**src/source/sd_pkg.sv**
```systemverilog
/*
 * SD card SPI-mode protocol definitions:
 * block address type, command enum, frame and token lengths,
 * CRC7 for command frames and CRC16 for data blocks
 */
`default_nettype none

package sd_pkg;

    typedef logic [15:0] sd_addr_t;

    typedef enum logic [5:0] {
        CMD_READ_SINGLE  = 6'd17,
        CMD_WRITE_SINGLE = 6'd24
    } sd_cmd_e;

    // ####################
    // Frame lengths
    // ####################
    localparam int CMD_FRAME_BITS = 48;
    localparam int RESP_BITS      = 8;
    localparam int DATA_CRC_BITS  = 16;
    localparam int GAP_BITS       = 8;

    // Start token ahead of a data block
    localparam logic [7:0] DATA_TOKEN = 8'hFE;

    // ####################
    // CRC functions
    // ####################

    // x^7 + x^3 + 1 over start bits, index and argument, MSB first
    function automatic logic [6:0] crc7(input logic [39:0] data);
        logic [6:0] crc = '0;
        logic       fb;
        for (int i = 39; i >= 0; i--) begin
            fb  = data[i] ^ crc[6];
            crc = {crc[5:0], 1'b0} ^ (fb ? 7'h09 : 7'h00);
        end
        return crc;
    endfunction

    // CCITT polynomial 0x1021 over the data block, zero seed
    function automatic logic [15:0] crc16(input logic [63:0] data);
        logic [15:0] crc = '0;
        logic        fb;
        for (int i = 63; i >= 0; i--) begin
            fb  = data[i] ^ crc[15];
            crc = {crc[14:0], 1'b0} ^ (fb ? 16'h1021 : 16'h0000);
        end
        return crc;
    endfunction

endpackage

`default_nettype wire

```
**src/source/bridge_pkg.sv**
```systemverilog
/*
 * Transfer-level types shared by the bridge modules:
 * block and byte types, DRAM address, transfer direction,
 * controller phase enum and the block size in bytes
 */
`default_nettype none

package bridge_pkg;

    // One moved block and one output byte
    typedef logic [63:0] block_t;
    typedef logic [7:0]  byte_t;

    // DRAM word address as given on addr_dram
    typedef logic [12:0] dram_addr_t;

    typedef enum logic {
        DIR_DRAM_TO_SD = 1'b0,
        DIR_SD_TO_DRAM = 1'b1
    } xfer_dir_e;

    // Controller phases, two data phases per direction
    typedef enum logic [2:0] {
        IDLE,
        DRAM_READ,
        SD_WRITE,
        SD_READ,
        DRAM_WRITE,
        OUTPUT
    } ctrl_state_e;

    localparam int BYTES_PER_BLOCK = 8;

endpackage

`default_nettype wire
```
**src/source/sd_req_if.sv**
```systemverilog
/*
 * Request interface between the transfer controller and the
 * SD SPI engine: start pulse, command, block address, data, done
 */
`timescale 1ns/1ps
`default_nettype none

interface sd_req_if import bridge_pkg::*, sd_pkg::*; ();

    logic     start;
    sd_cmd_e  cmd;
    sd_addr_t addr;
    block_t   wdata;
    block_t   rdata;
    // One pulse per start
    logic     done;

    modport ctrl   (output start, cmd, addr, wdata, input rdata, done);
    modport engine (input start, cmd, addr, wdata, output rdata, done);

endinterface

`default_nettype wire

```
**src/source/dram_req_if.sv**
```systemverilog
/*
 * Request interface between the transfer controller and the
 * DRAM bus port: read and write start pulses, address, data, done
 */
`timescale 1ns/1ps
`default_nettype none

interface dram_req_if import bridge_pkg::*; ();

    logic       rd_start;
    logic       wr_start;
    dram_addr_t addr;
    block_t     wdata;
    block_t     rdata;
    // One pulse per start, rdata valid from here on
    logic       done;

    modport ctrl (output rd_start, wr_start, addr, wdata, input rdata, done);
    modport port (input rd_start, wr_start, addr, wdata, output rdata, done);

endinterface

`default_nettype wire

```
**src/source/bridge_top.sv**
```systemverilog
/*
 * Top level of the DRAM to SD card bridge:
 * controller, DRAM bus port, SD SPI engine and byte serializer
 */
`timescale 1ns/1ps
`default_nettype none

module bridge_top import bridge_pkg::*, sd_pkg::*; #(
    parameter int AXI_ADDR_W = 32
) (
    input  logic                  clk,
    input  logic                  rst_n,
    input  logic                  in_valid,
    input  logic                  direction,
    input  dram_addr_t            addr_dram,
    input  sd_addr_t              addr_sd,
    output logic                  out_valid,
    output byte_t                 out_data,
    // AXI-style DRAM channels
    output logic                  AR_VALID,
    output logic [AXI_ADDR_W-1:0] AR_ADDR,
    input  logic                  AR_READY,
    input  logic                  R_VALID,
    input  block_t                R_DATA,
    output logic                  R_READY,
    output logic                  AW_VALID,
    output logic [AXI_ADDR_W-1:0] AW_ADDR,
    input  logic                  AW_READY,
    output logic                  W_VALID,
    output block_t                W_DATA,
    input  logic                  W_READY,
    input  logic                  B_VALID,
    output logic                  B_READY,
    // SD card in SPI mode
    input  logic                  MISO,
    output logic                  MOSI
);

    logic   ser_load;
    block_t ser_block;

    dram_req_if dram_bus ();
    sd_req_if   sd_bus ();

    transfer_ctrl u_ctrl (
        .clk       (clk),
        .rst_n     (rst_n),
        .in_valid  (in_valid),
        .direction (xfer_dir_e'(direction)),
        .addr_dram (addr_dram),
        .addr_sd   (addr_sd),
        .dram      (dram_bus.ctrl),
        .sd        (sd_bus.ctrl),
        .load      (ser_load),
        .block     (ser_block)
    );

    dram_axi_port #(
        .AXI_ADDR_W (AXI_ADDR_W)
    ) u_dram_port (
        .clk      (clk),
        .rst_n    (rst_n),
        .req      (dram_bus.port),
        .AR_VALID (AR_VALID),
        .AR_ADDR  (AR_ADDR),
        .AR_READY (AR_READY),
        .R_VALID  (R_VALID),
        .R_DATA   (R_DATA),
        .R_READY  (R_READY),
        .AW_VALID (AW_VALID),
        .AW_ADDR  (AW_ADDR),
        .AW_READY (AW_READY),
        .W_VALID  (W_VALID),
        .W_DATA   (W_DATA),
        .W_READY  (W_READY),
        .B_VALID  (B_VALID),
        .B_READY  (B_READY)
    );

    sd_spi_engine u_sd_engine (
        .clk   (clk),
        .rst_n (rst_n),
        .req   (sd_bus.engine),
        .MISO  (MISO),
        .MOSI  (MOSI)
    );

    byte_serializer u_serializer (
        .clk       (clk),
        .rst_n     (rst_n),
        .load      (ser_load),
        .block     (ser_block),
        .out_valid (out_valid),
        .out_data  (out_data)
    );

endmodule

`default_nettype wire

```
**src/source/byte_serializer.sv**
```systemverilog
/*
 * Output stage: emits a loaded 64-bit block as eight bytes,
 * most significant byte first, with out_valid high per byte
 */
`timescale 1ns/1ps
`default_nettype none

module byte_serializer import bridge_pkg::*; (
    input  logic   clk,
    input  logic   rst_n,
    input  logic   load,
    input  block_t block,
    output logic   out_valid,
    output byte_t  out_data
);

    logic [3:0] byte_cnt;
    block_t     rest_q;

    always_ff @(posedge clk or negedge rst_n) begin
        if (!rst_n) begin
            out_valid <= 1'b0;
            out_data  <= '0;
            byte_cnt  <= '0;
        end else if (load) begin
            out_valid <= 1'b1;
            out_data  <= block[63:56];
            byte_cnt  <= 4'd1;
        end else if (out_valid && byte_cnt == 4'(BYTES_PER_BLOCK)) begin
            out_valid <= 1'b0;
            out_data  <= '0;
            byte_cnt  <= '0;
        end else if (out_valid) begin
            out_data <= rest_q[63:56];
            byte_cnt <= byte_cnt + 4'd1;
        end
    end

    // Bytes still to go, top byte next
    always_ff @(posedge clk) begin
        if (load) begin
            rest_q <= block << 8;
        end else if (out_valid) begin
            rest_q <= rest_q << 8;
        end
    end

    idle_data_zero: assert property (@(posedge clk) disable iff (!rst_n)
        !out_valid |-> out_data == '0);

endmodule

`default_nettype wire

```
**src/source/sd_spi_engine.sv**
```systemverilog
/*
 * SD card SPI engine, one bit per clock:
 * command frame with CRC7, response wait, single block receive,
 * single block send with token and CRC16, busy wait
 */
`timescale 1ns/1ps
`default_nettype none

module sd_spi_engine import bridge_pkg::*, sd_pkg::*; (
    input  logic      clk,
    input  logic      rst_n,
    sd_req_if.engine  req,
    input  logic      MISO,
    output logic      MOSI
);

    typedef enum logic [3:0] {
        S_IDLE,
        S_CMD,
        S_RESP_WAIT,
        S_RESP,
        S_TOKEN_WAIT,
        S_RX_DATA,
        S_RX_CRC,
        S_GAP,
        S_TX,
        S_DRESP_WAIT,
        S_BUSY
    } spi_state_e;

    localparam int DATA_BITS = $bits(block_t);
    // Token, data and CRC16 leave through one shift register
    localparam int TX_BITS   = $bits(DATA_TOKEN) + DATA_BITS + DATA_CRC_BITS;

    spi_state_e         state;
    logic [6:0]         bit_cnt;
    logic [TX_BITS-1:0] sh_q;
    block_t             rx_q;
    logic [39:0]        cmd_body;
    logic               is_write;
    logic               last_bit;

    // Start bits, index, 16 zero bits and the block address
    assign cmd_body  = {2'b01, req.cmd, 16'h0000, req.addr};
    assign is_write  = (req.cmd == CMD_WRITE_SINGLE);
    assign last_bit  = (bit_cnt == '0);
    assign req.rdata = rx_q;

    // ####################
    // Bit sequencing
    // ####################
    always_ff @(posedge clk or negedge rst_n) begin
        if (!rst_n) begin
            state    <= S_IDLE;
            bit_cnt  <= '0;
            MOSI     <= 1'b1;
            req.done <= 1'b0;
        end else begin
            MOSI     <= 1'b1;
            req.done <= 1'b0;
            // Counted phases reload on entry
            bit_cnt  <= bit_cnt - 7'd1;
            case (state)
                S_IDLE: begin
                    if (req.start) begin
                        state   <= S_CMD;
                        bit_cnt <= 7'(CMD_FRAME_BITS - 1);
                    end
                end
                S_CMD: begin
                    MOSI <= sh_q[TX_BITS-1];
                    if (last_bit) begin
                        state <= S_RESP_WAIT;
                    end
                end
                S_RESP_WAIT: begin
                    // First low bit opens the response
                    if (!MISO) begin
                        state   <= S_RESP;
                        bit_cnt <= 7'(RESP_BITS - 2);
                    end
                end
                S_RESP: begin
                    if (last_bit && is_write) begin
                        state   <= S_GAP;
                        bit_cnt <= 7'(GAP_BITS - 1);
                    end else if (last_bit) begin
                        state <= S_TOKEN_WAIT;
                    end
                end
                S_TOKEN_WAIT: begin
                    // Trailing zero of the start token
                    if (!MISO) begin
                        state   <= S_RX_DATA;
                        bit_cnt <= 7'(DATA_BITS - 1);
                    end
                end
                S_RX_DATA: begin
                    if (last_bit) begin
                        state   <= S_RX_CRC;
                        bit_cnt <= 7'(DATA_CRC_BITS - 1);
                    end
                end
                S_RX_CRC: begin
                    if (last_bit) begin
                        state    <= S_IDLE;
                        req.done <= 1'b1;
                    end
                end
                S_GAP: begin
                    if (last_bit) begin
                        state   <= S_TX;
                        bit_cnt <= 7'(TX_BITS - 1);
                    end
                end
                S_TX: begin
                    MOSI <= sh_q[TX_BITS-1];
                    if (last_bit) begin
                        state <= S_DRESP_WAIT;
                    end
                end
                S_DRESP_WAIT: begin
                    if (!MISO) begin
                        state <= S_BUSY;
                    end
                end
                S_BUSY: begin
                    // Card holds MISO low while programming
                    if (MISO) begin
                        state    <= S_IDLE;
                        req.done <= 1'b1;
                    end
                end
                default: state <= S_IDLE;
            endcase
        end
    end

    // Outgoing bits, MSB first
    always_ff @(posedge clk) begin
        if (state == S_IDLE && req.start) begin
            sh_q <= {cmd_body, crc7(cmd_body), 1'b1, {(TX_BITS - CMD_FRAME_BITS){1'b1}}};
        end else if (state == S_RESP && last_bit) begin
            sh_q <= {DATA_TOKEN, req.wdata, crc16(req.wdata)};
        end else if (state == S_CMD || state == S_TX) begin
            sh_q <= {sh_q[TX_BITS-2:0], 1'b1};
        end
    end

    // Incoming block, MSB first
    always_ff @(posedge clk) begin
        if (state == S_RX_DATA) begin
            rx_q <= {rx_q[DATA_BITS-2:0], MISO};
        end
    end

    start_when_idle: assert property (@(posedge clk) disable iff (!rst_n)
        req.start |-> state == S_IDLE);

endmodule

`default_nettype wire

```
**src/source/transfer_ctrl.sv**
```systemverilog
/*
 * Transfer controller: captures a request, runs the DRAM and SD
 * phases in the order of the direction, hands the block across
 * and starts the byte output
 */
`timescale 1ns/1ps
`default_nettype none

module transfer_ctrl import bridge_pkg::*, sd_pkg::*; (
    input  logic       clk,
    input  logic       rst_n,
    input  logic       in_valid,
    input  xfer_dir_e  direction,
    input  dram_addr_t addr_dram,
    input  sd_addr_t   addr_sd,
    dram_req_if.ctrl   dram,
    sd_req_if.ctrl     sd,
    output logic       load,
    output block_t     block
);

    ctrl_state_e state;
    xfer_dir_e   dir_q;
    block_t      block_q;
    logic [3:0]  out_cnt;

    assign block      = block_q;
    assign dram.wdata = block_q;
    assign sd.wdata   = block_q;
    assign sd.cmd     = (dir_q == DIR_SD_TO_DRAM) ? CMD_READ_SINGLE : CMD_WRITE_SINGLE;

    // ####################
    // Phase FSM
    // ####################
    always_ff @(posedge clk or negedge rst_n) begin
        if (!rst_n) begin
            state         <= IDLE;
            dir_q         <= DIR_DRAM_TO_SD;
            out_cnt       <= '0;
            dram.rd_start <= 1'b0;
            dram.wr_start <= 1'b0;
            sd.start      <= 1'b0;
            load          <= 1'b0;
        end else begin
            dram.rd_start <= 1'b0;
            dram.wr_start <= 1'b0;
            sd.start      <= 1'b0;
            load          <= 1'b0;
            case (state)
                IDLE: begin
                    if (in_valid) begin
                        dir_q <= direction;
                        if (direction == DIR_SD_TO_DRAM) begin
                            state    <= SD_READ;
                            sd.start <= 1'b1;
                        end else begin
                            state         <= DRAM_READ;
                            dram.rd_start <= 1'b1;
                        end
                    end
                end
                DRAM_READ: begin
                    if (dram.done) begin
                        state    <= SD_WRITE;
                        sd.start <= 1'b1;
                    end
                end
                SD_READ: begin
                    if (sd.done) begin
                        state         <= DRAM_WRITE;
                        dram.wr_start <= 1'b1;
                    end
                end
                SD_WRITE, DRAM_WRITE: begin
                    if ((state == SD_WRITE && sd.done) || (state == DRAM_WRITE && dram.done)) begin
                        state <= OUTPUT;
                        load  <= 1'b1;
                    end
                end
                OUTPUT: begin
                    // Load cycle plus one per byte on out_data
                    out_cnt <= out_cnt + 4'd1;
                    if (out_cnt == 4'(BYTES_PER_BLOCK)) begin
                        state   <= IDLE;
                        out_cnt <= '0;
                    end
                end
                default: state <= IDLE;
            endcase
        end
    end

    // Request addresses and the block in flight
    always_ff @(posedge clk) begin
        if (state == IDLE && in_valid) begin
            dram.addr <= addr_dram;
            sd.addr   <= addr_sd;
        end
        if (state == DRAM_READ && dram.done) begin
            block_q <= dram.rdata;
        end else if (state == SD_READ && sd.done) begin
            block_q <= sd.rdata;
        end
    end

    in_valid_idle: assert property (@(posedge clk) disable iff (!rst_n)
        in_valid |-> state == IDLE);

endmodule

`default_nettype wire

```
**src/source/dram_axi_port.sv**
```systemverilog
/*
 * AXI-style master for the DRAM side, one 64-bit word per request:
 * read through AR/R, write through AW/W/B
 */
`timescale 1ns/1ps
`default_nettype none

module dram_axi_port import bridge_pkg::*; #(
    parameter int AXI_ADDR_W = 32
) (
    input  logic                  clk,
    input  logic                  rst_n,
    dram_req_if.port              req,
    output logic                  AR_VALID,
    output logic [AXI_ADDR_W-1:0] AR_ADDR,
    input  logic                  AR_READY,
    input  logic                  R_VALID,
    input  block_t                R_DATA,
    output logic                  R_READY,
    output logic                  AW_VALID,
    output logic [AXI_ADDR_W-1:0] AW_ADDR,
    input  logic                  AW_READY,
    output logic                  W_VALID,
    output block_t                W_DATA,
    input  logic                  W_READY,
    input  logic                  B_VALID,
    output logic                  B_READY
);

    typedef enum logic [2:0] {
        P_IDLE,
        P_AR,
        P_R,
        P_AW,
        P_W,
        P_B
    } phase_e;

    phase_e phase;

    // ####################
    // Channel sequencing
    // ####################
    always_ff @(posedge clk or negedge rst_n) begin
        if (!rst_n) begin
            phase    <= P_IDLE;
            AR_VALID <= 1'b0;
            AR_ADDR  <= '0;
            R_READY  <= 1'b0;
            AW_VALID <= 1'b0;
            AW_ADDR  <= '0;
            W_VALID  <= 1'b0;
            W_DATA   <= '0;
            B_READY  <= 1'b0;
            req.done <= 1'b0;
        end else begin
            req.done <= 1'b0;
            case (phase)
                P_IDLE: begin
                    if (req.rd_start) begin
                        phase    <= P_AR;
                        AR_VALID <= 1'b1;
                        AR_ADDR  <= AXI_ADDR_W'(req.addr);
                    end else if (req.wr_start) begin
                        phase    <= P_AW;
                        AW_VALID <= 1'b1;
                        AW_ADDR  <= AXI_ADDR_W'(req.addr);
                    end
                end
                P_AR: begin
                    if (AR_READY) begin
                        phase    <= P_R;
                        AR_VALID <= 1'b0;
                        AR_ADDR  <= '0;
                        R_READY  <= 1'b1;
                    end
                end
                P_R: begin
                    if (R_VALID) begin
                        phase    <= P_IDLE;
                        R_READY  <= 1'b0;
                        req.done <= 1'b1;
                    end
                end
                P_AW: begin
                    if (AW_READY) begin
                        phase    <= P_W;
                        AW_VALID <= 1'b0;
                        AW_ADDR  <= '0;
                        W_VALID  <= 1'b1;
                        W_DATA   <= req.wdata;
                    end
                end
                P_W: begin
                    if (W_READY) begin
                        phase   <= P_B;
                        W_VALID <= 1'b0;
                        W_DATA  <= '0;
                        B_READY <= 1'b1;
                    end
                end
                P_B: begin
                    if (B_VALID) begin
                        phase    <= P_IDLE;
                        B_READY  <= 1'b0;
                        req.done <= 1'b1;
                    end
                end
                default: phase <= P_IDLE;
            endcase
        end
    end

    // Read word, captured with the R handshake
    always_ff @(posedge clk) begin
        if (phase == P_R && R_VALID) begin
            req.rdata <= R_DATA;
        end
    end

    // Address valid is held with its address until the slave takes it
    ar_hold: assert property (@(posedge clk) disable iff (!rst_n)
        AR_VALID && !AR_READY |=> AR_VALID && $stable(AR_ADDR));
    aw_hold: assert property (@(posedge clk) disable iff (!rst_n)
        AW_VALID && !AW_READY |=> AW_VALID && $stable(AW_ADDR));

endmodule

`default_nettype wire

```
**config.mk**
```make
export PLATFORM = sky130hd
export DESIGN_NAME = bridge_top
export DESIGN_NICKNAME = d
export VERILOG_FILES = /design/src/source/sd_pkg.sv /design/src/source/bridge_pkg.sv /design/src/source/sd_req_if.sv /design/src/source/dram_req_if.sv /design/src/source/bridge_top.sv /design/src/source/byte_serializer.sv /design/src/source/sd_spi_engine.sv /design/src/source/transfer_ctrl.sv /design/src/source/dram_axi_port.sv
export SDC_FILE = /design/constraint.sdc
export NUM_CORES = 1
export LEC_CHECK = 0
export BUFFER_PORTS_ARGS = -buffer_cell sky130_fd_sc_hd__buf_2
export CAP_MARGIN = 5
export CORE_UTILIZATION = 60
export CTS_CLUSTER_DIAMETER = 50
export DETAILED_ROUTE_END_ITERATION = 8
export PLACE_DENSITY_LB_ADDON = 0.25
export SYNTH_ARGS = -nofsm -noshare
export SYNTH_HDL_FRONTEND = slang
export SYNTH_HIERARCHICAL = 1
export SYNTH_SLANG_ARGS = --single-unit
```
**constraint.sdc**
```tcl
create_clock -name clk -period 7.1 [get_ports clk]
set_input_delay 1.065 -clock clk [delete_from_list [all_inputs] [get_ports clk]]
set_output_delay 1.065 -clock clk [all_outputs]
set_load 0.005 [all_outputs]
```
# == Word level (Yosys, flattened, before mapping) ==
# Cells that the tools add are included.
# word_totals
regBits,540
output_inout_bits,143
elab_cells,506
# classes
addsub,3
eq_ne,48
muxes,198
bitwise,185
n_reduce_logical,39
# ops
cell,count
16-bit bitwise XOR,63
13-bit 2-to-1 mux,64
64-bit 2-to-1 mux,6
7-bit bitwise XOR,37
4-bit 2-to-1 mux,55
88-bit 2-to-1 mux,2
32-bit 2-to-1 mux,5
32-bit case mux with 2 select lines,2
64-bit case mux with 2 select lines,1
86-bit 2-to-1 mux,1
1-bit bitwise XOR,82
4-bit case mux with 11 select lines,1
7-bit 2-to-1 mux,6
7-bit case mux with 6 select lines,1
3-bit 2-to-1 mux,12
1-bit 2-to-1 mux,28
2-bit != test (second input constant),14
8-bit 2-to-1 mux,3
4-bit == test (second input constant),5
2-bit by 1-bit != test with 1-bit output (second input constant),9
3-bit case mux with 6 select lines,1
2-bit nonzero test,9
4-bit by 3-bit == test with 1-bit output (second input constant),4
1-bit case mux with 2 select lines,8
28 further kinds,54

# == Logic depth before layout (Yosys ltp) ==
# Gate-level depths: netlist of the first run.
# depth
depth_word,191
ltp_mapped,12

# == By module ==
# Netlist of the first run, hierarchy kept.
# modules_own_cells
module,instances,cells_each,area_each_um2,seq_area_each_um2
sd_spi_engine,1,758,9093.7,4300.4
dram_axi_port,1,369,6032.0,4399.2
transfer_ctrl,1,360,5210.0,3093.0
byte_serializer,1,173,2956.6,2006.9

# == Worst setup path before layout of the first run ==
# No wires, ideal clock.
# synth_timing
kind,input to register
start,input in_valid
end,register u_ctrl.dram.addr[0] (enable)
setup_ns,0.507
arrival_time_ns,4.246
t_required_ns,6.593
path_slack_ns,2.347
stages,1
n_path_buf,0
cell_sequence,nor4b_1
# synth_via
elab_chain_cells,1
# synth_rtl
item,line_no,source
start: declaration,bridge_top.sv:13,"input logic in_valid,"
1-bit logical AND,transfer_ctrl.sv:95,if (state == IDLE && in_valid) begin
end: declaration,dram_req_if.sv:18,"modport ctrl (output rd_start, wr_start, addr, wdata, input rdata, done);"
# No other way between the ends.
# A chain may end at the register's enable or synchronous reset.

# == Worst setup path in the final report of the first run ==
# layout_timing
start,"register u_ctrl.block_q[59], in the netlist u_ctrl/block[59]"
end,register u_sd_engine.sh_q[14]
# layout_via
elab_chain_cells,81
# layout_rtl
item,line_no,source
start: declaration,transfer_ctrl.sv:24,block_t block_q;
start signal: assignment,transfer_ctrl.sv:100,block_q <= dram.rdata;
start signal: assignment,transfer_ctrl.sv:102,block_q <= sd.rdata;
1-bit bitwise XOR *,sd_pkg.sv:48,fb = data[i] ^ crc[15];
13-bit 2-to-1 mux *,sd_pkg.sv:49,"crc = {crc[14:0], 1'b0} ^ (fb ? 16'h1021 : 16'h0000);"
16-bit bitwise XOR * (4 in a row),sd_pkg.sv:49,
1-bit bitwise XOR / 16-bit bitwise XOR (equally long branches),"sd_pkg.sv:48, sd_pkg.sv:49",
13-bit 2-to-1 mux / 16-bit bitwise XOR (equally long branches),sd_pkg.sv:49,
16-bit bitwise XOR * (4 in a row),sd_pkg.sv:49,
1-bit bitwise XOR / 16-bit bitwise XOR (equally long branches),"sd_pkg.sv:48, sd_pkg.sv:49",
13-bit 2-to-1 mux (tied with other cells),sd_pkg.sv:49,
[... 30 more ...],n/a,
16-bit bitwise XOR * (11 in a row),sd_pkg.sv:49,
1-bit bitwise XOR / 16-bit bitwise XOR (equally long branches),"sd_pkg.sv:48, sd_pkg.sv:49",
13-bit 2-to-1 mux (tied with other cells),sd_pkg.sv:49,
16-bit bitwise XOR * (11 in a row),sd_pkg.sv:49,
1-bit bitwise XOR / 16-bit bitwise XOR (equally long branches),"sd_pkg.sv:48, sd_pkg.sv:49",
13-bit 2-to-1 mux (tied with other cells),sd_pkg.sv:49,
16-bit bitwise XOR * (10 in a row),sd_pkg.sv:49,
88-bit 2-to-1 mux *,sd_spi_engine.sv:143,end else if (state == S_RESP && last_bit) begin
end signal: assignment,sd_spi_engine.sv:142,"sh_q <= {cmd_body, crc7(cmd_body), 1'b1, {(TX_BITS - CMD_FRAME_BITS){1'b1}}};"
end signal: assignment,sd_spi_engine.sv:144,"sh_q <= {DATA_TOKEN, req.wdata, crc16(req.wdata)};"
end signal: assignment,sd_spi_engine.sv:146,"sh_q <= {sh_q[TX_BITS-2:0], 1'b1};"
end: declaration,sd_spi_engine.sv:37,logic [TX_BITS-1:0] sh_q;
# Mark *: on every way between the ends. The rest lies on a longest branch, timed or not.

==> qor.csv, run 1 <==
metric,value,unit
synth_compound_area_share,9.546,%
drive_gt1_share,22.86,%
whs,441.5,ps
reg2reg_to,u_sd_engine/sh_q[14],
holdPathStages,0,
worstSetupStartpointType,flop,
hpwl,33.43,mm
cts_max_path_buffers,3,
cp_max_fo,6,
final_cell_mix,"edfxtp_1 (306), buf_2 (206), dfrtp_1 (135)",
die-height,199.0,um
routabilityCongestion,0.8860,
fin_tns_setup,0,ps
grt_max_degree,82,
synth_top_family_by_area,XOR/XNOR gates,
numClockSinks,502,
h-tree-depth,2,
syn_inst,1660,
core,37930,sq um
initial_core_util,61.40,%
synthMuxAreaShare,6.312,%
met3_length,3.460,mm
cts_hold_buf,0,
wl_met1,22.35,mm
critical_path_buf_inv_count,0,
ys.flop_type,edfxtp_1,
fin_nets,1829,
critPathMaxStageDelay,510,ps
critPathKind,flop to flop,
grt_use_total,25.74,%
fmax,236.2,MHz
fin_total_pwr,0.01446,W
peakVddDrop,0.8743,mV
worstMarginPinSlew,1070,ps
drc,0,
postSynthAreaPerCell,14.03,sq um
slew_violations,0,
worstPathRequired,7620,ps
slowest_stage,edfxtp_1,
highest_layer,met4,
crit_path_end_kind,flop,
yosys.area_share.simple,4.679,%
min_period,4233,ps
hp-class,flop to flop,
syn2layout_area_growth,7.918,%
yosys_warnings,6,
power.leakage,10.29,nW
crit_chain,"xnor2_1, xnor3_1, xnor3_2, xnor3_2, xnor3_2, xor3_2, xnor2_2, xnor3_1, o211ai_2",
fp.dieArea,39610,sq um
tritoncts.num_buffers,51,
clk_latency,610,ps
synth_edf_count,306,
rr_startpoint,u_ctrl/block[59],
crit_path_frequent_cell,xnor3_2,
setup_viol,0,
cts_tree,done,
grt_overflow_total,0,
synthXorXnorAreaFrac,11.72,%
fp.dieW,199.0,um
drv_cap,0,
period_share,59.62,%
cp_top_family,XOR/XNOR gates,
clk_pin_slew,60,ps
clockRootBuffer,clkbuf_16,
reg2reg_depth,9,
drt_iter0_markers,1019,
wl_met2,23.40,mm
cts_resized,0,
fillers,2732,
routedWlPerCell,22.09,um
reg2reg_slack,2870,ps
grt_pass1_wl,75.91,mm
grt_pass1_vias,13020,
min_from,u_sd_engine/req.rdata[14],
num_vias,13130,
antenna_found_initial,1,
status,completed,
final_antenna_net_count,0,
ioPinCount,246,
routed_wl,50.24,mm
whs_endpoint,u_sd_engine/req.rdata[15],
rows,71,
via_per_inst,5.776,
drt_pre_antenna_iters,9,
finalHoldViolations,0,
final_common_cell,edfxtp_1,
synth_adder_area_share,0.3223,%
power.density,575.1,nW/um^2
rsz0062_at_grt,no,
synth_area,23290,sq um
post_cts_buffers,0,
arrival,4760,ps
antenna_cells,0,
ys_types,80,
skew,39.38,ps
ys_seq_area_share,59.24,%
max_slew_margin,28.69,%
async_flop_share,27.29,%
ys_ff_latch,502,
io_buffer_count,207,
[per-stage QoR]
stage               cells  utilization, %  worst slack (ps)  cell area [sq um]
floorplan            1699               -              2347              23440
global placement     2178           62.02              2933              23530
detailed placement   2178           62.02              2892              23530
CTS                  2274           66.27              2883              25140
global route         2274           66.27              2691              25140
finish               2274           66.27              2867              25140
[report_power, final]
part / total (W) / switching (W) / internal [W]
clock: 0.00254 / 0.00111 / 0.00144
combinational: 0.00739 / 0.00346 / 0.00393
sequential: 0.00452 / 0.000534 / 0.00398
total: 0.0145 / 0.00510 / 0.00935
[how the worst max path moves through the flow]
stage	from	endpoint	slack [ps]	cells past startpoint
after floorplan	in_valid	u_ctrl/dram.addr[0]	2350	1
after global placement	u_ctrl/block[59]	u_sd_engine/sh_q[14]	2930	9
final	u_ctrl/block[59]	u_sd_engine/sh_q[14]	2870	9
after global routing	u_ctrl/block[59]	u_sd_engine/sh_q[14]	2690	9
after detailed placement	u_ctrl/block[59]	u_sd_engine/sh_q[14]	2890	9
after CTS	u_ctrl/block[59]	u_sd_engine/sh_q[14]	2880	9
[area by class of cell]
type / count / area, sq um / area share [%]
Sequential cell: 502 / 13800 / 54.90
Inverter: 36 / 135.1 / 0.5376
Multi-Input combinational cell: 905 / 7781 / 30.96
Tap cell: 511 / 639.4 / 2.544
Timing Repair Buffer: 224 / 1170 / 4.654
Clock buffer: 78 / 1470 / 5.849
Clock inverter: 18 / 140.1 / 0.5575
[cells by family after synthesis]
group	Yosys count
flops	502
buf+inv	292
compound gates	288
simple gates	220
xor+xnor	218
mux	131
fa+ha+maj	6
other cells	3
[sequential cells by signal, indices dropped and copies added (netlist names), 7 cells and up]
register / flops
u_dram_port/AR_ADDR: 13
u_dram_port/req.rdata: 64
u_serializer/out_data: 8
u_dram_port/W_DATA: 64
u_ctrl/dram.addr: 13
u_ctrl/block: 64
u_sd_engine/bit_cnt: 7
u_sd_engine/sh_q: 88
u_serializer/rest_q: 56
u_sd_engine/req.rdata: 64
u_ctrl/sd.addr: 16
u_dram_port/AW_ADDR: 13
[metal layers]
layer	global-route usage (%)	vias up
met1	37.30	6607
li1	-	5982
met4	7.721	0
met2	39.57	471
met5	0	-
met3	4.917	74
[cells in the mapped netlist (all sizes together) (3+ instances only)]
master | instances | share of area, %
a21o | 11 | 0.40
o211ai | 7 | 0.25
a31oi | 7 | 0.25
a22o | 88 | 3.3
dfxtp | 59 | 5.1
a221oi | 36 | 1.4
a21oi | 39 | 0.84
nand2b | 6 | 0.16
edfxtp | 306 | 39
nor3 | 12 | 0.31
conb | 3 | 0.048
inv | 36 | 0.58
clkbuf | 40 | 0.65
xnor3 | 47 | 4.6
nand3b | 4 | 0.13
a222oi | 16 | 0.69
nand4 | 3 | 0.081
nor2 | 26 | 0.46
xor2 | 38 | 1.5
and3 | 5 | 0.13
buf | 216 | 6.9
nand2 | 102 | 1.7
mux2 | 127 | 6.1
o21ai | 36 | 0.77
dfrtp | 136 | 15
xor3 | 8 | 0.84
a22oi | 23 | 0.74
xnor2 | 125 | 4.8
a221o | 5 | 0.21
ha | 6 | 0.32
nor2b | 22 | 0.59
and2 | 13 | 0.35
mux2i | 4 | 0.17
nand3 | 16 | 0.34
Note: power is estimated with default switching activity, not from simulation.
==> inputs of run 2 (changes only) <==
--- a/config.mk
+++ b/config.mk
@@ -7,7 +7,7 @@
 export LEC_CHECK = 0
 export BUFFER_PORTS_ARGS = -buffer_cell sky130_fd_sc_hd__buf_2
 export CAP_MARGIN = 5
-export CORE_UTILIZATION = 60
+export CORE_UTILIZATION = 59
 export CTS_CLUSTER_DIAMETER = 50
 export DETAILED_ROUTE_END_ITERATION = 8
 export PLACE_DENSITY_LB_ADDON = 0.25
==> constraint.sdc (replaced) <==
create_clock -name clk -period 4.25 [get_ports clk]
set_input_delay 0.6375 -clock clk [delete_from_list [all_inputs] [get_ports clk]]
set_output_delay 0.6375 -clock clk [all_outputs]
set_load 0.005 [all_outputs]
==> run 2 against run 1 <==
The flow now finishes with violations (DRC). Critical path depth stayed put. Utilization is 0.64 points lower. Sequential share of layout area is 0.74 points lower. Worst setup slack worse by 2600 ps. First-iteration DRC count is 31% higher.
==> qor.csv, run 2 (synthesized netlist as in run 1, its figures left out) <==
metric,value,unit
crit_chain,"xnor3_2, xor3_2, xnor3_2, xnor3_2, xnor3_2, xor3_2, xnor2_2, xnor3_1, o211ai_2",
io_buffer_count,207,
drt_pre_antenna_iters,9,
fin_nets,1856,
max_slew_margin,33.95,%
drt_iter0_markers,1336,
worstSetupStartpointType,flop,
arrival,4530,ps
p_switching,0.008500,W
grt_use_total,25.62,%
whs,104.1,ps
dpl.cell_count,2210,
fin_tns_setup,0,ps
skew,27.06,ps
power.leakage,10.48,nW
worstPathRequired,4760,ps
fin_total_pwr,0.02423,W
crit_path_frequent_cell,xnor3_2,
routedWlPerCell,22.15,um
clockRootBuffer,clkbuf_16,
core,38830,sq um
clk_latency,600,ps
power.density,950.9,nW/um^2
largest_reg_flops,88,
grt-busiest-layer,met1,
met1_usage,38.66,%
cts_tree,done,
grt_pass1_vias,12990,
final_cell_area,25480,sq um
p_seq_share,31.0,%
worstMarginPinSlew,990.8,ps
grt_max_degree,85,
cts_resized,0,
top_register,u_sd_engine/sh_q,
critPathMaxStageDelay,510,ps
syn2layout_area_growth,9.395,%
fp.dieW,200.7,um
drc,7,
cp_top_family,XOR/XNOR gates,
final_antenna_net_count,0,
antenna_cells,0,
setup_viol,0,
critical_path_buf_inv_count,0,
status,"complete, but fails checks",
routabilityCongestion,0.9005,
grt_pass1_wl,78.56,mm
critPathKind,flop to flop,
final_common_cell,edfxtp_1,
violations,DRC,
num_vias,13330,
min_period,4021,ps
ioPinCount,246,
die-height,200.7,um
stdcell_count,2310,
grt_util_met2,37.93,%
post_dp_cell_area,23770,sq um
peakVddDrop,1.090,mV
post_cts_buffers,0,
drive_gt1_share,24.22,%
rsz0062_at_grt,no,
tritoncts.num_buffers,53,
clk_pin_slew,60,ps
pwr-share-clk,18.5,%
cts_hold_buf,0,
initial_core_util,59.99,%
reg2reg_slack,230,ps
routed_wl,51.16,mm
grt_overflow_total,0,
hpwl,34.94,mm
numClockSinks,502,
h-tree-depth,2,
crit_path_end_kind,flop,
cp_max_fo,4,
antenna_found_initial,0,
slowest_stage,xor3_2,
drv_cap,0,
slew_violations,0,
final_cell_mix,"edfxtp_1 (306), buf_2 (206), dfrtp_1 (135)",
rows,72,
fp.dieArea,40280,sq um
fmax,248.7,MHz
combPwrFrac,50.5,%
via_per_inst,5.770,
finalHoldViolations,0,
cts_max_path_buffers,3,
swShare,35.08,%
groute.layer.met3.usage,5.471,%
hp-class,primary input to asynchronous set/reset pin,
period_share,94.62,%
internal-power,0.01573,W
## run 2: cell types whose count changed in the layout (fill, tap and decap cells not counted), sizes merged
cell    before  now
buf        224  249
clkbuf      78   75
inv         38   39
clkinv      15   18
bufinv       0    3
## run 2: metal layers
| layer | share of wire, % | up-vias |
|---|---|---|
| met5 | 0 | - |
| met4 | 2.0 | 0 |
| met3 | 7.7 | 67 |
| met2 | 45 | 555 |
| met1 | 45 | 6661 |
| li1 | - | 6046 |
## run 2: area by class of cell
| class | count | area [sq um] |
|---|---|---|
| Clock buffer | 75 | 1470 |
| Sequential cell | 502 | 13800 |
| Tap cell | 518 | 648.1 |
| Multi-Input combinational cell | 905 | 7790 |
| Timing Repair Buffer | 249 | 1395 |
| Clock inverter | 25 | 241.5 |
| Inverter | 36 | 135.1 |
| Fill cell | 2858 | 13350 |
## run 2: final timing paths
| check | cells after the start | start | to |
|---|---|---|---|
| worst max-delay path | 9 | u_ctrl/block[54] | u_sd_engine/sh_q[14] |
| worst min-delay path | 1 | rst_n | u_dram_port/AW_ADDR[1] |
| worst max register to register | 9 | u_ctrl/block[54] | u_sd_engine/sh_q[14] |
| worst min register to register | 0 | u_sd_engine/req.rdata[37] | u_sd_engine/req.rdata[38] |
| max in group asynchronous | 2 | rst_n | u_sd_engine/MOSI |
| min in group clk | 1 | R_DATA[26] | u_dram_port/req.rdata[26] |
## run 2: power by group through the flow
| stage | sequential (W) | clock, W | combinational (W) |
|---|---|---|---|
| 2_1_floorplan | 0.00722 | 0 | 0.0103 |
| 3_3_place_gp | 0.00755 | 0 | 0.0120 |
| 3_5_place_dp | 0.00756 | 0 | 0.0122 |
| 4_1_cts | 0.00750 | 0.00457 | 0.0123 |
| 5_1_grt | 0.00763 | 0.00476 | 0.0131 |
| 6_report | 0.00751 | 0.00448 | 0.0122 |
## run 2: worst register-to-register path, cell delays in order (launching register included)
cell and delay [ps]:
edfxtp_1 410, xnor3_2 440, xor3_2 460, xnor3_2 460
xnor3_2 440, xnor3_2 450, xor3_2 510, xnor2_2 270
xnor3_1 360, o211ai_2 130
## run 2: metrics by stage
stage          util (%)  setup WS (ps)
2_1_floorplan         -          211.3
3_3_place_gp      61.22          301.7
3_5_place_dp      61.22          247.1
4_1_cts           65.63          229.5
5_1_grt           65.63          91.59
6_report          65.63          228.7
==> inputs of run 3 (changes only) <==
--- a/config.mk
+++ b/config.mk
@@ -13,5 +13,4 @@
 export PLACE_DENSITY_LB_ADDON = 0.25
 export SYNTH_ARGS = -nofsm -noshare
 export SYNTH_HDL_FRONTEND = slang
-export SYNTH_HIERARCHICAL = 1
 export SYNTH_SLANG_ARGS = --single-unit
==> run 3 against run 2 <==
The flow now finishes without violations. Global-route usage rose by 1.5 points. Area after synthesis decreased by 6.3%. Routed wire length shrank 1.2%. Register-to-register slack is essentially flat. Fmax shrank 0.27%. Clock-buffer cell count is 2 higher. Clock skew is 2.9 ps lower. Worst setup slack worse by 11 ps. Cell count fell by 4.7%. Worst hold slack improved by 29 ps. Sequential cell count did not move.
==> qor.csv, run 3 <==
metric,value,unit
status,completed,
post_cts_buffers,0,
rows,70,
worstSetupStartpointType,flop,
rsz0062_at_grt,no,
top_register,u_sd_engine.sh_q,
min_period,4032,ps
io_buffer_count,207,
numClockSinks,502,
final_cell_mix,"edfxtp_1 (306), buf_2 (206), dfrtp_1 (135)",
ys_types,57,
ioPinCount,246,
hp-class,primary input to asynchronous set/reset pin,
antenna_found_initial,2,
setup_viol,0,
synthTopCellsByCount,"edfxtp_1 (306), dfrtp_1 (136), mux2_2 (115)",
max_slew_margin,18.86,%
core,36520,sq um
yosys_warnings,0,
tritoncts.num_buffers,51,
period_share,94.88,%
yosysTopAreaCell,edfxtp_1,
ys.flop_type,edfxtp_1,
multi_input_area,7407,sq um
finalHoldViolations,0,
drv_cap,0,
cts_resized,0,
ys_ff_latch,502,
clk_pin_slew,60,ps
cp_top_family,XOR/XNOR gates,
fin_tns_setup,0,ps
grt_max_degree,94,
via_per_inst,5.972,
drive_gt1_share,26.53,%
slowest_stage,edfxtp_1,
yosysMostFrequentCell,edfxtp_1,
synth_edf_count,306,
synth_top_area_share,42.12,%
clockRootBuffer,clkbuf_16,
whs,133.4,ps
crit_path_end_kind,flop,
routedWlPerCell,22.95,um
fp.dieW,194.3,um
crit_path_frequent_cell,xnor3_1,
worstPathRequired,4710,ps
fmax,248.0,MHz
synth_area,21810,sq um
grt_overflow_total,0,
crit_chain,"xnor2_1, xnor3_1, xnor3_1, xor2_1, xnor3_1, xor2_1, xor3_2, xor2_2, xnor2_1, o211ai_1",
critPathKind,flop to flop,
cts_tree,done,
largest_reg_flops,88,
clk_latency,600,ps
fin_nets,1799,
die-height,194.3,um
seqCellArea,13800,sq um
drt_iter0_markers,1288,
drc,0,
hpwl,34.08,mm
slew_violations,0,
fp.dieArea,37740,sq um
worstMarginPinSlew,1215,ps
postSynthAreaPerCell,14.54,sq um
initial_core_util,59.73,%
drt_pre_antenna_iters,8,
syn_inst,1500,
syn2layout_area_growth,13.92,%
ys_seq_area_share,63.26,%
cts_hold_buf,0,
antenna_cells,0,
skew,24.13,ps
cp_max_fo,7,
num_vias,13150,
cts_max_path_buffers,3,
fillers,2496,
synthTopCellsByArea,"edfxtp_1 (42%), dfrtp_1 (16%), mux2_2 (5.9%)",
grt_use_total,27.08,%
critPathMaxStageDelay,530,ps
critical_path_buf_inv_count,0,
arrival,4500,ps
final_common_cell,edfxtp_1,
routed_wl,50.53,mm
grt_pass1_wl,77.00,mm
grt_pass1_vias,12910,
h-tree-depth,2,
async_flop_share,27.29,%
final_antenna_net_count,0,
routabilityCongestion,0.9234,
run 3: cell types whose count changed in the layout (fill, tap and decap cells not counted), moves of 10 or more:
cell / delta
mux2_2: +54
xnor2_1: -23
a222oi_1: +13
buf_4: -18
nor2b_1: -16
mux2_1: -66
inv_1: +10
run 3: logic make-up (layout without fill, tap and decap cells):
kind of cell | Yosys count | count (layout) | share of synthesized area, %
other | 1 | 38 | 0.01719
adders and majority gates | 5 | 5 | 0.2868
DFF | 502 | 502 | 63.26
muxes | 117 | 117 | 6.028
xor gates and xnor gates | 203 | 203 | 12.31
AOI/OAI and AO/OA | 290 | 290 | 10.06
buffers and inverters | 174 | 371 | 3.757
and+or+nand+nor | 208 | 208 | 4.285
run 3: layout make-up:
class                      instances  share of cell area [%]
inverter                          44                  0.6646
clock buffer                      77                   6.037
tap                              468                   2.356
sequential                       502                   55.54
multi-input combinational        861                   29.81
clock inverter                    19                  0.5287
timing repair buffer             231                   5.070
run 3: per-layer routing:
layer	vias to the layer above	GRT usage, %	wire [um]
li1	5888	-	-
met5	-	0	0
met3	88	6.210	4615
met1	6536	39.68	21700
met4	0	8.201	1297
met2	639	40.58	22910
run 3: stage by stage:
stage | cells | cell area [sq um] | util (%) | setup slack, ps
5_1_grt | 2202 | 24850 | 68.04 | 44.95
2_1_floorplan | 1537 | 21960 | - | 52.28
3_5_place_dp | 2106 | 23220 | 63.57 | 278.7
6_report | 2202 | 24850 | 68.04 | 217.8
4_1_cts | 2202 | 24850 | 68.04 | 233.7
3_3_place_gp | 2106 | 23220 | 63.57 | 398.8
run 3: path summary, 6_finish.rpt:
| kind | depth (start not counted) | startpoint | slack [ps] | end |
|---|---|---|---|---|
| worst max-delay path | 10 | u_ctrl.block[63] | 220 | u_sd_engine.sh_q[5] |
| worst min-delay path | 1 | rst_n | 130 | u_ctrl.out_cnt[1] |
| worst max register to register | 10 | u_ctrl.block[63] | 220 | u_sd_engine.sh_q[5] |
| worst min register to register | 0 | u_sd_engine.req.rdata[32] | 440 | u_sd_engine.req.rdata[33] |
| max in group asynchronous | 2 | rst_n | 3180 | u_dram_port.W_DATA[13] |
| min in group clk | 1 | addr_dram[2] | 210 | u_ctrl.dram.addr[2] |
run 3: worst reg2reg max path, stage by stage (launching register included):
cell and delay [ps]:
edfxtp_1 530, xnor2_1 320, xnor3_1 530, xnor3_1 430
xor2_1 320, xnor3_1 440, xor2_1 390, xor3_2 400
xor2_2 280, xnor2_1 170, o211ai_1 100
Power of run 3 is not shown: default switching activity piles up to over one toggle a cycle in this logic, so the estimate is an artifact.
